$ cat config.mk
export PLATFORM = sky130hd
export DESIGN_NAME = can_rx
export DESIGN_NICKNAME = d
export VERILOG_FILES = /design/src/common/can_rx_pkg.sv /design/src/hdl/can_rx.sv /design/src/hdl/can_frame_buffer.sv /design/src/frame_parser/can_field_parser.sv /design/src/frame_parser/can_crc15.sv /design/src/hdl/can_destuffer.sv
export SDC_FILE = /design/constraint.sdc
export NUM_CORES = 1
export LEC_CHECK = 0
export BUFFER_PORTS_ARGS = -buffer_cell sky130_fd_sc_hd__buf_2
export CORE_MARGIN = 1.5
export CORE_UTILIZATION = 62
export DETAILED_ROUTE_END_ITERATION = 10
export PLACE_DENSITY = 0.92
export SYNTH_ARGS = -nofsm -noshare
export SYNTH_HDL_FRONTEND = slang
export SYNTH_SLANG_ARGS = --single-unit
$ cat constraint.sdc
create_clock -name clock -period 15.7 [get_ports clock]
set_clock_uncertainty 0.1 [all_clocks]
set_input_delay 0 -clock clock [delete_from_list [all_inputs] [get_ports clock]]
set_output_delay 0 -clock clock [all_outputs]
set_load 0.01 [all_outputs]
$ cat src/common/can_rx_pkg.sv
`default_nettype none

package can_rx_pkg;

	// ====================
	// Field lengths in bits
	// ====================
	localparam int ID_BASE_LEN = 11;
	localparam int ID_EXT_LEN = 18;
	localparam int DLC_LEN = 4;
	localparam int CRC_LEN = 15;
	localparam int EOF_LEN = 7;
	// Third intermission bit may already carry the next SOF
	localparam int INTERFRAME_LEN = 2;
	localparam int MAX_DATA_BYTES = 8;
	// Equal bits before a complementary stuff bit
	localparam int STUFF_RUN = 5;

	// CAN generator x^15+x^14+x^10+x^8+x^7+x^4+x^3+1
	localparam logic [CRC_LEN-1:0] CRC_POLY = 15'h4599;

	// Error codes
	localparam logic [1:0] ERR_STUFF = 2'd0;
	localparam logic [1:0] ERR_FORM = 2'd1;
	localparam logic [1:0] ERR_ACK = 2'd2;
	localparam logic [1:0] ERR_CRC = 2'd3;

	// One identifier word, read by IDE
	typedef union packed {
		// Standard frame, 11-bit id in the low bits
		struct packed {
			logic [ID_EXT_LEN-1:0] pad;
			logic [ID_BASE_LEN-1:0] id;
		} std;
		// Extended frame, base id above the extension
		struct packed {
			logic [ID_BASE_LEN-1:0] base;
			logic [ID_EXT_LEN-1:0] extension;
		} ext;
	} can_id_t;

endpackage

`default_nettype wire
$ cat src/hdl/can_rx.sv
`timescale 1ns/1ps
`default_nettype none

module can_rx
	import can_rx_pkg::*;
#(
	parameter int RECOVERY_BITS = 10
)
(
	input logic clock,
	input logic reset,
	input logic rx_bit,
	input logic sample_point,
	input logic ack,
	output logic req,
	output logic overrun,
	output can_id_t out_id,
	output logic out_ide,
	output logic out_rtr,
	output logic [DLC_LEN-1:0] out_dlc,
	output logic [MAX_DATA_BYTES*8-1:0] out_data,
	output logic error,
	output logic [1:0] error_code
);

	// Stage 1 to stage 2
	logic bit_valid;
	logic bit_value;
	logic stuff_error;
	logic stuff_active;

	// Stage 2 to stage 3
	logic frame_done;
	logic frame_ide;
	logic frame_rtr;
	can_id_t frame_id;
	logic [DLC_LEN-1:0] frame_dlc;
	logic [MAX_DATA_BYTES*8-1:0] frame_data;

	can_destuffer u_destuffer (
		.clock(clock),
		.reset(reset),
		.rx_bit(rx_bit),
		.sample_point(sample_point),
		.stuff_active(stuff_active),
		.bit_valid(bit_valid),
		.bit_value(bit_value),
		.stuff_error(stuff_error)
	);

	can_field_parser #(
		.RECOVERY_BITS(RECOVERY_BITS)
	) u_parser (
		.clock(clock),
		.reset(reset),
		.bit_valid(bit_valid),
		.bit_value(bit_value),
		.stuff_error(stuff_error),
		.stuff_active(stuff_active),
		.frame_done(frame_done),
		.frame_ide(frame_ide),
		.frame_rtr(frame_rtr),
		.error(error),
		.error_code(error_code),
		.frame_id(frame_id),
		.frame_dlc(frame_dlc),
		.frame_data(frame_data)
	);

	can_frame_buffer u_buffer (
		.clock(clock),
		.reset(reset),
		.frame_done(frame_done),
		.frame_ide(frame_ide),
		.frame_rtr(frame_rtr),
		.ack(ack),
		.frame_id(frame_id),
		.frame_dlc(frame_dlc),
		.frame_data(frame_data),
		.req(req),
		.overrun(overrun),
		.out_ide(out_ide),
		.out_rtr(out_rtr),
		.out_id(out_id),
		.out_dlc(out_dlc),
		.out_data(out_data)
	);

endmodule

`default_nettype wire

$ cat src/hdl/can_frame_buffer.sv
`timescale 1ns/1ps
`default_nettype none

module can_frame_buffer
	import can_rx_pkg::*;
(
	input logic clock,
	input logic reset,
	input logic frame_done,
	input logic frame_ide,
	input logic frame_rtr,
	input logic ack,
	input can_id_t frame_id,
	input logic [DLC_LEN-1:0] frame_dlc,
	input logic [MAX_DATA_BYTES*8-1:0] frame_data,
	output logic req,
	output logic overrun,
	output logic out_ide,
	output logic out_rtr,
	output can_id_t out_id,
	output logic [DLC_LEN-1:0] out_dlc,
	output logic [MAX_DATA_BYTES*8-1:0] out_data
);

	// Four-phase states
	localparam logic [1:0] B_EMPTY = 2'd0;
	localparam logic [1:0] B_FULL = 2'd1;
	localparam logic [1:0] B_DRAIN = 2'd2;

	logic [1:0] state;
	// A frame was lost since the last delivery
	logic overrun_pend;
	logic load;

	assign req = (state == B_FULL);
	assign load = frame_done && (state == B_EMPTY);

	// ====================
	// Handshake
	// ====================
	always_ff @(posedge clock or posedge reset)
	begin
		if (reset)
		begin
			state <= B_EMPTY;
			overrun <= 1'b0;
			overrun_pend <= 1'b0;
		end
		else
		begin
			// Busy buffer drops the new frame
			if (frame_done && state != B_EMPTY)
				overrun_pend <= 1'b1;
			case (state)
				B_EMPTY:
					if (frame_done)
					begin
						state <= B_FULL;
						overrun <= overrun_pend;
						overrun_pend <= 1'b0;
					end
				B_FULL:
					if (ack)
					begin
						state <= B_DRAIN;
						overrun <= 1'b0;
					end
				B_DRAIN:
					// Wait for ack to fall before the next req
					if (!ack)
						state <= B_EMPTY;
				default:
					state <= B_EMPTY;
			endcase
		end
	end

	// Held fields
	always_ff @(posedge clock)
	begin
		if (load)
		begin
			out_ide <= frame_ide;
			out_rtr <= frame_rtr;
			out_id <= frame_id;
			out_dlc <= frame_dlc;
			out_data <= frame_data;
		end
	end

endmodule

`default_nettype wire

$ cat src/frame_parser/can_field_parser.sv
`timescale 1ns/1ps
`default_nettype none

module can_field_parser
	import can_rx_pkg::*;
#(
	parameter int RECOVERY_BITS = 10
)
(
	input logic clock,
	input logic reset,
	input logic bit_valid,
	input logic bit_value,
	input logic stuff_error,
	output logic stuff_active,
	output logic frame_done,
	output logic frame_ide,
	output logic frame_rtr,
	output logic error,
	output logic [1:0] error_code,
	output can_id_t frame_id,
	output logic [DLC_LEN-1:0] frame_dlc,
	output logic [MAX_DATA_BYTES*8-1:0] frame_data
);

	localparam int REC_W = $clog2(RECOVERY_BITS + 1);

	// ====================
	// State codes, in bus order
	// ====================
	localparam logic [4:0] S_IDLE = 5'd0;
	localparam logic [4:0] S_ID_A = 5'd1;
	localparam logic [4:0] S_SRR_RTR = 5'd2;
	localparam logic [4:0] S_IDE = 5'd3;
	localparam logic [4:0] S_ID_B = 5'd4;
	localparam logic [4:0] S_RTR = 5'd5;
	localparam logic [4:0] S_R1 = 5'd6;
	localparam logic [4:0] S_R0 = 5'd7;
	localparam logic [4:0] S_DLC = 5'd8;
	localparam logic [4:0] S_DATA = 5'd9;
	localparam logic [4:0] S_CRC = 5'd10;
	localparam logic [4:0] S_CRC_DELIM = 5'd11;
	localparam logic [4:0] S_ACK_SLOT = 5'd12;
	localparam logic [4:0] S_ACK_DELIM = 5'd13;
	localparam logic [4:0] S_EOF = 5'd14;
	localparam logic [4:0] S_INTERFRAME = 5'd15;
	localparam logic [4:0] S_RECOVER = 5'd16;

	logic [4:0] state;
	logic [4:0] state_next;
	// Bits seen in the current field
	logic [6:0] bit_cnt;
	// Consecutive recessive bits while recovering
	logic [REC_W-1:0] rec_cnt;
	logic fault;
	logic [1:0] fault_code;
	logic [ID_BASE_LEN-1:0] id_a;
	logic srr_rtr;
	logic [CRC_LEN-1:0] rx_crc;
	logic [CRC_LEN-1:0] crc_value;
	logic crc_clear;
	logic crc_step;
	logic [DLC_LEN-1:0] dlc_next;
	logic [DLC_LEN-1:0] dlc_clamped;
	logic [6:0] data_bits;

	// Stuffing covers SOF to CRC, plus a stuff bit trailing the CRC
	assign stuff_active = (state >= S_ID_A) && (state <= S_CRC_DELIM);

	// SOF is dominant, so shifting it into a cleared LFSR keeps zero
	assign crc_clear = bit_valid && (state == S_IDLE) && !bit_value;
	assign crc_step = bit_valid && !stuff_error && (state >= S_ID_A) && (state <= S_DATA);

	// DLC values 9..15 mean 8 bytes
	assign dlc_next = {frame_dlc[DLC_LEN-2:0], bit_value};
	assign dlc_clamped = (frame_dlc > MAX_DATA_BYTES) ? DLC_LEN'(MAX_DATA_BYTES) : frame_dlc;
	assign data_bits = {dlc_clamped[3:0], 3'b000};

	can_crc15 u_crc (
		.clock(clock),
		.reset(reset),
		.crc_clear(crc_clear),
		.crc_step(crc_step),
		.crc_bit(bit_value),
		.crc_value(crc_value)
	);

	// ====================
	// Next state and checks
	// ====================
	always_comb
	begin
		state_next = state;
		fault = 1'b0;
		fault_code = ERR_FORM;
		case (state)
			S_IDLE:
				if (!bit_value)
					state_next = S_ID_A;
			S_ID_A:
				if (bit_cnt == 7'(ID_BASE_LEN - 1))
					state_next = S_SRR_RTR;
			S_SRR_RTR:
				state_next = S_IDE;
			S_IDE:
				if (bit_value)
				begin
					// Extended frame, SRR must have been recessive
					fault = !srr_rtr;
					state_next = S_ID_B;
				end
				else
					state_next = S_R0;
			S_ID_B:
				if (bit_cnt == 7'(ID_EXT_LEN - 1))
					state_next = S_RTR;
			S_RTR:
				state_next = S_R1;
			S_R1:
				state_next = S_R0;
			S_R0:
				state_next = S_DLC;
			S_DLC:
				if (bit_cnt == 7'(DLC_LEN - 1))
				begin
					// Remote frames and DLC 0 carry no data
					if (frame_rtr || dlc_next == '0)
						state_next = S_CRC;
					else
						state_next = S_DATA;
				end
			S_DATA:
				if (bit_cnt == data_bits - 7'd1)
					state_next = S_CRC;
			S_CRC:
				if (bit_cnt == 7'(CRC_LEN - 1))
					state_next = S_CRC_DELIM;
			S_CRC_DELIM:
			begin
				if (!bit_value)
					fault = 1'b1;
				else if (rx_crc != crc_value)
				begin
					fault = 1'b1;
					fault_code = ERR_CRC;
				end
				state_next = S_ACK_SLOT;
			end
			S_ACK_SLOT:
			begin
				// Some node must acknowledge
				if (bit_value)
				begin
					fault = 1'b1;
					fault_code = ERR_ACK;
				end
				state_next = S_ACK_DELIM;
			end
			S_ACK_DELIM:
			begin
				fault = !bit_value;
				state_next = S_EOF;
			end
			S_EOF:
				if (!bit_value)
					fault = 1'b1;
				else if (bit_cnt == 7'(EOF_LEN - 1))
					state_next = S_INTERFRAME;
			S_INTERFRAME:
				// Dominant here would be an overload flag
				if (!bit_value)
					fault = 1'b1;
				else if (bit_cnt == 7'(INTERFRAME_LEN - 1))
					state_next = S_IDLE;
			S_RECOVER:
				if (bit_value && rec_cnt == REC_W'(RECOVERY_BITS - 1))
					state_next = S_IDLE;
			default:
				state_next = S_IDLE;
		endcase
		// Stuff violation wins over anything in the field
		if (stuff_error)
		begin
			fault = 1'b1;
			fault_code = ERR_STUFF;
		end
		if (fault)
			state_next = S_RECOVER;
	end

	// ====================
	// Control registers
	// ====================
	always_ff @(posedge clock or posedge reset)
	begin
		if (reset)
		begin
			state <= S_IDLE;
			bit_cnt <= '0;
			rec_cnt <= '0;
			frame_done <= 1'b0;
			error <= 1'b0;
			error_code <= ERR_STUFF;
		end
		else
		begin
			frame_done <= 1'b0;
			error <= 1'b0;
			if (bit_valid)
			begin
				state <= state_next;
				// Counter restarts with every new field
				if (state_next != state)
					bit_cnt <= '0;
				else
					bit_cnt <= bit_cnt + 7'd1;
				if (state != S_RECOVER || !bit_value)
					rec_cnt <= '0;
				else
					rec_cnt <= rec_cnt + 1'b1;
				// Last recessive EOF bit completes the frame
				frame_done <= (state == S_EOF) && (state_next == S_INTERFRAME);
				if (fault)
				begin
					error <= 1'b1;
					error_code <= fault_code;
				end
			end
		end
	end

	// ====================
	// Field shift registers
	// ====================
	always_ff @(posedge clock)
	begin
		if (bit_valid && !stuff_error)
		begin
			case (state)
				S_IDLE:
					// Short payloads end up right-aligned
					if (!bit_value)
						frame_data <= '0;
				S_ID_A:
					id_a <= {id_a[ID_BASE_LEN-2:0], bit_value};
				S_SRR_RTR:
					srr_rtr <= bit_value;
				S_IDE:
				begin
					frame_ide <= bit_value;
					if (bit_value)
						frame_id.ext.base <= id_a;
					else
					begin
						frame_id.std.pad <= '0;
						frame_id.std.id <= id_a;
						// Standard frame, that bit was RTR
						frame_rtr <= srr_rtr;
					end
				end
				S_ID_B:
					frame_id.ext.extension <=
						{frame_id.ext.extension[ID_EXT_LEN-2:0], bit_value};
				S_RTR:
					frame_rtr <= bit_value;
				S_DLC:
					frame_dlc <= dlc_next;
				S_DATA:
					frame_data <= {frame_data[MAX_DATA_BYTES*8-2:0], bit_value};
				S_CRC:
					rx_crc <= {rx_crc[CRC_LEN-2:0], bit_value};
				default:
				begin
				end
			endcase
		end
	end

endmodule

`default_nettype wire

$ cat src/frame_parser/can_crc15.sv
`timescale 1ns/1ps
`default_nettype none

module can_crc15
	import can_rx_pkg::*;
(
	input logic clock,
	input logic reset,
	input logic crc_clear,
	input logic crc_step,
	input logic crc_bit,
	output logic [CRC_LEN-1:0] crc_value
);

	// Feedback is the incoming bit against the register MSB
	logic feedback;

	assign feedback = crc_bit ^ crc_value[CRC_LEN-1];

	// ====================
	// Serial LFSR
	// ====================
	always_ff @(posedge clock or posedge reset)
	begin
		if (reset)
			crc_value <= '0;
		else if (crc_clear)
			crc_value <= '0;
		else if (crc_step)
		begin
			if (feedback)
				crc_value <= {crc_value[CRC_LEN-2:0], 1'b0} ^ CRC_POLY;
			else
				crc_value <= {crc_value[CRC_LEN-2:0], 1'b0};
		end
	end

endmodule

`default_nettype wire

$ cat src/hdl/can_destuffer.sv
`timescale 1ns/1ps
`default_nettype none

module can_destuffer
	import can_rx_pkg::*;
(
	input logic clock,
	input logic reset,
	input logic rx_bit,
	input logic sample_point,
	input logic stuff_active,
	output logic bit_valid,
	output logic bit_value,
	output logic stuff_error
);

	logic last_bit;
	// Length of the current run of equal bits
	logic [$clog2(STUFF_RUN+1)-1:0] run_count;

	always_ff @(posedge clock or posedge reset)
	begin
		if (reset)
		begin
			last_bit <= 1'b1;
			run_count <= '0;
			bit_valid <= 1'b0;
			bit_value <= 1'b1;
			stuff_error <= 1'b0;
		end
		else
		begin
			// Single-cycle pulses by default
			bit_valid <= 1'b0;
			stuff_error <= 1'b0;
			if (sample_point)
			begin
				bit_value <= rx_bit;
				last_bit <= rx_bit;
				if (!stuff_active)
				begin
					// Outside the stuffed span, every bit starts a fresh run
					run_count <= 1;
					bit_valid <= 1'b1;
				end
				else if (rx_bit == last_bit)
				begin
					// Sixth equal bit is a stuff violation
					if (run_count == STUFF_RUN)
						stuff_error <= 1'b1;
					else
						run_count <= run_count + 1'b1;
					bit_valid <= 1'b1;
				end
				else
				begin
					run_count <= 1;
					// Complement after a full run is the stuff bit, drop it
					bit_valid <= (run_count != STUFF_RUN);
				end
			end
		end
	end

endmodule

`default_nettype wire

==> impl_metrics.json, run 1 <==
{
  "crit_required_ns": 15.74,
  "syn_avg_cell_area_sq_um": 15.7,
  "ys_seq_area_share_pct": 74.8,
  "hold_viol": 0,
  "drc_errors": 0,
  "worst-path-stages": 5,
  "start_kind": "flip-flop",
  "cts_setup_buffers": 0,
  "r2r_cells": 5,
  "die_w_um": 133,
  "async_reset_ff_share_pct": 16.7,
  "yosysTopAreaCell": "edfxtp_1",
  "cts_tree": "yes",
  "die_h_um": 133,
  "numCtsBuffers": 26,
  "start_util_pct": 63.5,
  "path_clk_slew_ns": 0.06,
  "dominantRegCellSynth": "edfxtp_1",
  "worst_pin_slew_ns": 1.19,
  "dp_slack_ns": 12.65,
  "synth_area_leaders": "edfxtp_1 (64%), dfrtp_1 (10%), and2_1 (5.0%), xnor2_1 (2.3%), mux2i_1 (1.7%)",
  "antenna_cells": 0,
  "htreeDepth": 1,
  "viasPerCell": 5.75,
  "first_pass_iters": 5,
  "fin_crit_sh_pct": 19.4,
  "wl_um": 19700,
  "layout_setup_ws_ns": 12.65,
  "netlist.area_leader.share_pct": 64.1,
  "drive_gt1_share_pct": 23.1,
  "synth_compound_area_share_pct": 3.92,
  "synthCells": 672,
  "overflow": 0,
  "antenna_left": 0,
  "wl_per_cell_um": 19.1,
  "clock-sinks": 270,
  "rrSetupSlack_ns": 12.65,
  "crit_fanout": 67,
  "timing.rr.start": "u_parser.state[4]$_DFFE_PP0P_",
  "slowest_delay_ns": 0.63,
  "synth.distinct_cells": 63,
  "timing.critical_path.buf_inv": 2,
  "synthesis.area_sq_mm": 0.0105,
  "core_sq_mm": 0.0166,
  "dieArea_sq_mm": 0.0178,
  "synthAdderAreaFrac_pct": 0.950,
  "clockRootBuffer": "clkbuf_16",
  "highest_layer": "met4",
  "yosys-top-cells-count": "edfxtp_1 (225), and2_1 (84), dfrtp_1 (44), nor2_1 (38), nand2_1 (29)",
  "syn2layout_area_growth_pct": 16.2,
  "path_delay_family": "buffers and inverters",
  "post_cts_resize_count": 0,
  "drt-met1-wl_um": 7880,
  "met3_length_um": 1250,
  "syn_nets": 685,
  "worst_path_most_repeated_cell": "buf_4",
  "synthXorXnorAreaFrac_pct": 2.90,
  "drt-initial-drc-count": 601,
  "ioPinCount": 109,
  "grt_pass1_vias": 5744,
  "vias": 5921,
  "synth_edf_count": 225,
  "peakVddDrop_mv": 0.108,
  "p_leak_nw": 4.60,
  "port-buffer-count": 108,
  "min_period_ns": 3.05,
  "rows": 47,
  "endpoint_kind": "flip-flop",
  "cts_buffer_depth": 3,
  "status": "completed",
  "max_slew_margin_pct": 20.0,
  "worstSetupPathType": "flip-flop to flip-flop",
  "critPathLaunch": "u_parser.state[4]$_DFFE_PP0P_",
  "hp-class": "primary input to asynchronous set/reset pin",
  "synth_top_family_by_area": "simple AND/OR/NAND/NOR gates",
  "cellPowerDensity_mw_per_mm2": 157,
  "clk_latency_ns": 0.53,
  "antenna_found_initial": 0,
  "r2r_end": "u_parser.frame_data[47]$_SDFFCE_PN0P_",
  "synthMuxAreaShare_pct": 3.21,
  "finalSetupViolCount": 0,
  "grtUsageTotal_pct": 22.7,
  "hpwl_um": 12300,
  "cp.arrival_ns": 3.09,
  "met2_length_um": 9980,
  "cap_violations": 0,
  "slew_viol_final": 0,
  "fmax_mhz": 328,
  "grt_max_degree": 68,
  "grt_first_pass_wirelength_um": 31200,
  "rsz0062_at_grt": "no",
  "finalSetupTns_ns": 0,
  "gp_congestion": 0.907,
  "post-synth-top-count-cell": "edfxtp_1",
  "endpoint": "u_parser.frame_data[47]$_SDFFCE_PN0P_",
  "yosys.area_share.simple_pct": 12.4,
  "ys_seq_elements": 270,
  "yosys_warnings": 0,
  "layout.nets": 804,
  "crit_chain": "nor3_2, and3_1, buf_4, o21a_2, buf_4",
  "cp_slowest_cell": "buf_4"
}
[cells by family after synthesis]
group,count (synthesis)
AOI/OAI and AO/OA,57
xor gates and xnor gates,34
adders and majority gates,8
buffers and inverters,42
DFF,270
muxes,32
and+or+nand+nor,229
[metrics by stage]
step | hold slack [ns] | instances | util [%] | cell area [sq um] | power (W)
floorplan | -0.0143 | 672 | - | 10500 | 0.00119
global placement | 0.0686 | 978 | 68.0 | 11300 | 0.00125
detailed placement | 0.0772 | 978 | 68.0 | 11300 | 0.00127
CTS | 0.0694 | 1030 | 73.8 | 12200 | 0.00193
global route | 0.132 | 1030 | 73.8 | 12200 | 0.00200
finish | 0.0682 | 1030 | 73.8 | 12200 | 0.00192
[worst min-delay path: cells and delay by family]
kind	cells	cell delay, ns
buf+inv	4	1.14
[cells in the final DEF, fill, tap and decap left out, types with 5 or more instances in the layout]
cell | synthesis | layout
edfxtp_1 | 225 | 225
buf_2 | 12 | 108
and2_1 | 84 | 84
dfrtp_1 | 44 | 44
nor2_1 | 38 | 38
nand2_1 | 29 | 29
xnor2_1 | 28 | 28
clkbuf_16 | 0 | 26
mux2i_1 | 18 | 18
o21ai_0 | 16 | 16
nand3_1 | 15 | 15
a21oi_1 | 15 | 15
mux2_2 | 14 | 14
inv_1 | 14 | 13
nand4_1 | 12 | 12
ha_1 | 8 | 8
and3_1 | 7 | 7
clkinv_1 | 0 | 7
nand2b_1 | 6 | 6
nor4_1 | 7 | 6
bufinv_16 | 0 | 6
buf_4 | 0 | 6
nor2b_1 | 5 | 5
xor2_1 | 5 | 5
clkinv_2 | 0 | 5
dlygate4sd3_1 | 0 | 5
[layer usage]
layer	global-route usage, %	up-vias
li1	-	2693
met1	31.0	2938
met2	38.1	245
met3	3.27	45
met4	7.37	0
met5	0	-
[final cells by class]
type	instances	area, sq um
Sequential cell	270	7880
Fill cell	1004	4340
Multi-Input combinational cell	360	2480
Clock buffer	27	654
Timing Repair Buffer	119	636
Tap cell	220	275
Clock inverter	20	259
Inverter	14	52.6
[worst min path at each step]
stage                                           endpoint  cells after the start  slack (ns)         start
finish                   u_parser.rec_cnt[3]$_DFFE_PP0P_                      4        0.07         reset
detailed placement              u_parser.error$_DFF_PP0_                      3        0.08         reset
floorplan           u_destuffer.run_count[2]$_DFFE_PP0P_                      1       -0.01  sample_point
CTS                 u_destuffer.run_count[0]$_DFFE_PP0P_                      4        0.07         reset
global route             u_destuffer.bit_valid$_DFF_PP0_                      4        0.13         reset
global placement                u_parser.error$_DFF_PP0_                      3        0.07         reset
[flip-flops by register name, indices dropped and copies added, names as in the netlist, 2 cells and up, named ones only]
signal,cells
u_destuffer.run_count,3
u_parser.frame_dlc,4
u_parser.error_code,2
u_parser.rx_crc,15
u_parser.frame_data,64
u_buffer.state,2
u_parser.state,5
u_parser.id_a,11
u_parser.bit_cnt,7
u_parser.rec_cnt,4
u_parser.frame_id,29
u_buffer.out_dlc,4
u_buffer.out_id,29
u_buffer.out_data,64
u_parser.u_crc.crc_value,15
[power breakdown]
| group | switching, W | internal, W |
|---|---|---|
| sequential | 0.0000786 | 0.000879 |
| combinational | 0.000175 | 0.000128 |
| clock | 0.000256 | 0.000401 |
| total | 0.000509 | 0.00141 |
[repair_timing]
| action | in CTS | in global routing |
|---|---|---|
| endpoints found under the setup margin | 0 | 0 |
| endpoints found under the hold margin | 54 | 0 |
| hold buffers | 5 | 0 |
Power figures use the tool's default switching activity.
==> inputs of run 2 (changes only) <==
CORE_UTILIZATION = 53   (was 62)
PLACE_DENSITY = 0.85   (was 0.92)
clock period = 2.8 ns   (was 15.7 ns; I/O delays follow)
==> impl_metrics.json, run 2 (same netlist as run 1, synthesis figures left out) <==
{
  "status": "completed",
  "p_leak_nw": 4.68,
  "cp_slowest_cell": "edfxtp_1",
  "vias": 5766,
  "worst_pin_slew_ns": 0.965,
  "grt_util_met3_pct": 3.01,
  "overflow": 0,
  "start_kind": "flip-flop",
  "endpoint_kind": "flip-flop",
  "grt_pass1_vias": 5642,
  "grtUsageTotal_pct": 18.6,
  "drc_errors": 0,
  "grt_max_degree": 100,
  "min_period_ns": 2.62,
  "most-common-layout-cells": "edfxtp_1 (225), buf_2 (108), and2_1 (84)",
  "fin_crit_sh_pct": 93.6,
  "r2r_cells": 10,
  "layout.nets": 815,
  "switching_share_pct": 26.7,
  "ioPinCount": 109,
  "top_regs": "u_buffer.out_data: 64 flops, u_parser.frame_data: 64 flops",
  "p_clk_share_pct": 35.3,
  "fmax_mhz": 381,
  "fin_util_pct": 64.1,
  "rows": 51,
  "syn2layout_area_growth_pct": 18.4,
  "die_w_um": 144,
  "slew_viol_final": 0,
  "hold_viol": 0,
  "timing.rr.start": "u_parser.frame_dlc[3]$_DFFE_PP_",
  "clock-sinks": 270,
  "finalSetupTns_ns": 0,
  "first_pass_iters": 5,
  "cellPowerDensity_mw_per_mm2": 881,
  "power_frac_comb_pct": 16.2,
  "hpwl_um": 11900,
  "clk_latency_ns": 0.53,
  "critPathLaunch": "u_parser.frame_dlc[3]$_DFFE_PP_",
  "wl_um": 19200,
  "dieArea_sq_mm": 0.0207,
  "top_usage_layer": "met2",
  "path_clk_slew_ns": 0.07,
  "timing.critical_path.buf_inv": 0,
  "crit_required_ns": 3.14,
  "port-buffer-count": 108,
  "max_slew_margin_pct": 35.6,
  "crit_chain": "nand2b_1, ha_1, xnor2_1, xnor2_1, nor3_2, a21boi_0, o311ai_4, xnor2_2, nand2_4, o31ai_4",
  "drive_gt1_share_pct": 24.9,
  "start_util_pct": 54.1,
  "htreeDepth": 1,
  "seqPwrFrac_pct": 48.5,
  "peakVddDrop_mv": 0.559,
  "rrSetupSlack_ns": 0.18,
  "cap_violations": 0,
  "core_sq_mm": 0.0195,
  "final_common_cell": "edfxtp_1",
  "hp-class": "primary input to asynchronous set/reset pin",
  "drt-initial-drc-count": 429,
  "cp.arrival_ns": 2.96,
  "wl_per_cell_um": 17.7,
  "finalSetupViolCount": 0,
  "cts_buffer_depth": 3,
  "slowest_delay_ns": 0.44,
  "worst_path_most_repeated_cell": "xnor2_1",
  "numCtsBuffers": 26,
  "power.switching_w": 0.00293,
  "fillCellCount": 1328,
  "crit_fanout": 5,
  "intPower_w": 0.00806,
  "die_h_um": 144,
  "grt_first_pass_wirelength_um": 29900,
  "clockRootBuffer": "clkbuf_16",
  "worstSetupPathType": "flip-flop to flip-flop",
  "antenna_found_initial": 0,
  "antenna_cells": 0,
  "grt_use_met2_pct": 30.7,
  "met1_usage_pct": 25.5,
  "path_delay_family": "compound AO/OA/AOI/OAI gates",
  "hold_ws_ns": 0.157,
  "cts_tree": "yes",
  "viasPerCell": 5.31,
  "r2r_end": "u_parser.bit_cnt[1]$_DFFE_PP0P_",
  "antenna_left": 0,
  "gp_congestion": 0.939
}
run 2: worst max path at each step:
stage	to	slack [ns]	cells after the start
after floorplan	u_buffer.out_data[0]$_DFFE_PP_	-0.78	1
after global placement	u_parser.bit_cnt[1]$_DFFE_PP0P_	0.25	10
after detailed placement	u_parser.bit_cnt[1]$_DFFE_PP0P_	0.19	10
after CTS	u_parser.bit_cnt[4]$_DFFE_PP0P_	0.10	10
after global routing	u_parser.bit_cnt[4]$_DFFE_PP0P_	-0.0006	10
final	u_parser.bit_cnt[1]$_DFFE_PP0P_	0.18	10
run 2: layout make-up:
cell class / instances / area, sq um / share of cell area (%)
clock buffer: 26 / 651 / 5.22
inverter: 14 / 52.6 / 0.421
sequential: 270 / 7880 / 63.2
multi-input combinational: 360 / 2500 / 20.0
timing repair buffer: 130 / 743 / 5.96
tap: 265 / 332 / 2.66
clock inverter: 20 / 317 / 2.54
run 2: repair_timing:
item | CTS | global route
hold buffers | 5 | 0
buffers inserted | 0 | 0
hold endpoints to repair | 53 | 0
resized for setup | 0 | 1
setup endpoints to repair | 0 | 6
run 2: metrics by stage:
stage | setup WS [ns] | power, W | std cells | instance area [sq um]
2_1_floorplan | -0.779 | 0.00669 | 672 | 10600
3_3_place_gp | 0.246 | 0.00708 | 1034 | 11500
3_5_place_dp | 0.194 | 0.00716 | 1034 | 11500
4_1_cts | 0.101 | 0.0110 | 1085 | 12500
5_1_grt | -0.000563 | 0.0114 | 1085 | 12500
6_report | 0.179 | 0.0110 | 1085 | 12500
run 2: per-layer routing:
layer,wire length [um],vias to the layer above,share of wire (%)
met4,563,0,2.9
li1,-,2714,-
met1,8150,2822,43
met3,979,40,5.1
met5,0,-,0
met2,9470,190,49
run 2: worst reg2reg max path, delay by kind of cell (launching register included):
| family | cells | cell delay, ns |
|---|---|---|
| DFF | 1 | 0.44 |
| xor gates and xnor gates | 3 | 0.54 |
| and+or+nand+nor | 3 | 0.58 |
| adders and majority gates | 1 | 0.23 |
| AOI/OAI and AO/OA | 3 | 0.65 |
run 2: power groups by stage:
stage / clock network [W] / logic, W / registers [W]
finish: 0.00388 / 0.00178 / 0.00533
floorplan: 0 / 0.00148 / 0.00521
CTS: 0.00394 / 0.00178 / 0.00533
global placement: 0 / 0.00170 / 0.00538
global route: 0.00409 / 0.00196 / 0.00539
detailed placement: 0 / 0.00175 / 0.00540
==> inputs of run 3 (changes only) <==
CORE_UTILIZATION = 62   (was 53)
PLACE_DENSITY = 0.92   (was 0.85)
clock period = 3.1 ns   (was 2.8 ns; I/O delays follow)
==> impl_metrics.json, run 3 (same netlist as run 1, synthesis figures left out) <==
{
  "status": "completed",
  "timing.rr.start": "u_parser.frame_dlc[3]$_DFFE_PP_",
  "worstSetupPathType": "flip-flop to flip-flop",
  "grtUsageTotal_pct": 23.4,
  "cp.arrival_ns": 3.04,
  "die_w_um": 133,
  "core_sq_mm": 0.0166,
  "cap_violations": 0,
  "grt_use_met2_pct": 39.3,
  "gp_congestion": 0.912,
  "grt_pass1_vias": 5932,
  "wl_per_cell_um": 19.4,
  "fmax_mhz": 368,
  "grt_first_pass_wirelength_um": 32100,
  "rows": 47,
  "p_leak_nw": 4.62,
  "vias": 5947,
  "dieArea_sq_mm": 0.0178,
  "drive_gt1_share_pct": 23.3,
  "layout.nets": 816,
  "worst_path_most_repeated_cell": "xnor2_1",
  "drt-initial-drc-count": 415,
  "crit_chain": "nand2b_1, ha_1, xnor2_1, xnor2_1, nor3_1, a21boi_0, o311ai_4, xnor2_2, nand2_4, o31ai_4",
  "fin_crit_sh_pct": 87.8,
  "worst-path-stages": 10,
  "viasPerCell": 5.72,
  "critPathLaunch": "u_parser.frame_dlc[3]$_DFFE_PP_",
  "ioPinCount": 109,
  "crit_required_ns": 3.42,
  "finalSetupViolCount": 0,
  "cellPowerDensity_mw_per_mm2": 778,
  "path_delay_family": "compound AO/OA/AOI/OAI gates",
  "top_usage_layer": "met2",
  "path_clk_slew_ns": 0.06,
  "crit_fanout": 5,
  "cp_slowest_cell": "edfxtp_1",
  "endpoint_kind": "flip-flop",
  "endpoint": "u_parser.bit_cnt[1]$_DFFE_PP0P_",
  "hpwl_um": 12400,
  "clk_latency_ns": 0.53,
  "met1_usage_pct": 31.9,
  "clock-sinks": 270,
  "dp_slack_ns": 0.491,
  "slew_viol_final": 0,
  "wl_um": 20100,
  "layout_setup_ws_ns": 0.379,
  "hold_ws_ns": 0.199,
  "die_h_um": 133,
  "timing.critical_path.buf_inv": 0,
  "min_period_ns": 2.72,
  "start_kind": "flip-flop",
  "slowest_delay_ns": 0.43,
  "numCtsBuffers": 26,
  "worst_pin_slew_ns": 0.849,
  "antenna_cells": 0,
  "grt_max_degree": 101,
  "htreeDepth": 1,
  "antenna_found_initial": 0,
  "fillCellCount": 965,
  "r2r_end": "u_parser.bit_cnt[1]$_DFFE_PP0P_",
  "drc_errors": 0,
  "syn2layout_area_growth_pct": 16.7,
  "hold_viol": 0,
  "grt_util_met3_pct": 3.12,
  "clockRootBuffer": "clkbuf_16",
  "rrSetupSlack_ns": 0.38,
  "max_slew_margin_pct": 43.0,
  "cts_tree": "yes",
  "cts_buffer_depth": 3,
  "regArea_sq_mm": 0.00788,
  "port-buffer-count": 108,
  "top_regs": "u_buffer.out_data: 64 flops, u_parser.frame_data: 64 flops",
  "rsz0062_at_grt": "no",
  "peakVddDrop_mv": 0.540,
  "post_cts_resize_count": 0,
  "overflow": 0,
  "r2r_cells": 10,
  "antenna_left": 0,
  "hp-class": "primary input to flip-flop",
  "final_common_cell": "edfxtp_1",
  "multiInputGateArea_sq_mm": 0.00249,
  "first_pass_iters": 5,
  "most-common-layout-cells": "edfxtp_1 (225), buf_2 (108), and2_1 (84)",
  "start_util_pct": 63.5
}
run 3: changes by cell type in the layout (fill, tap and decap cells not counted), sizes merged:
cell	before	now
dlygate4sd3	5	6
bufinv	7	3
clkbuf	26	34
clkinv	7	6
inv	16	13
clkinvlp	4	2
run 3: area by class of cell:
class                      instances  share of cell area, %
multi-input combinational        360                   20.3
sequential                       270                   64.1
timing repair buffer             131                   6.23
inverter                          14                  0.427
tap                              220                   2.24
clock buffer                      34                   5.71
clock inverter                    10                   1.03
run 3: timing repair:
item                                   CTS  global route
hold buffers                             6             0
endpoints found under the hold margin   54             0
buffers inserted                         0             0
run 3: stage by stage:
step	util [%]	area, sq um	total power, W	std cells	TNS (ns)
2_1_floorplan	-	10600	0.00604	672	-47.98
3_3_place_gp	68.8	11400	0.00641	989	0
3_5_place_dp	68.8	11400	0.00648	989	0
4_1_cts	74.2	12300	0.00961	1039	0
5_1_grt	74.2	12300	0.00997	1039	0
6_report	74.2	12300	0.00956	1039	0
run 3: routing by layer:
| metal | vias up | wire, um |
|---|---|---|
| met5 | - | 0 |
| met4 | 0 | 603 |
| met3 | 49 | 1020 |
| met2 | 233 | 10100 |
| met1 | 2938 | 8430 |
| li1 | 2727 | - |
run 3: where the power goes:
part / switching (W) / internal (W)
sequential: 0.000372 / 0.00445
combinational: 0.000937 / 0.000705
clock: 0.00127 / 0.00183
total: 0.00258 / 0.00699
run 3: how the worst min path moves through the flow:
stage,start,to,slack (ns),cells past startpoint
floorplan,sample_point,u_destuffer.run_count[2]$_DFFE_PP0P_,-0.01,1
global placement,reset,u_parser.error$_DFF_PP0_,-0.08,2
detailed placement,reset,u_parser.error$_DFF_PP0_,-0.08,2
CTS,sample_point,u_destuffer.run_count[2]$_DFFE_PP0P_,0.17,3
global route,rx_bit,u_destuffer.bit_value$_DFFE_PP1P_,0.22,3
finish,sample_point,u_destuffer.run_count[2]$_DFFE_PP0P_,0.20,3
run 3: tightest hold or removal path, cell delays in order:
cell,delay (ns)
dlygate4sd3_1,0.51
buf_2,0.17
a21oi_1,0.09
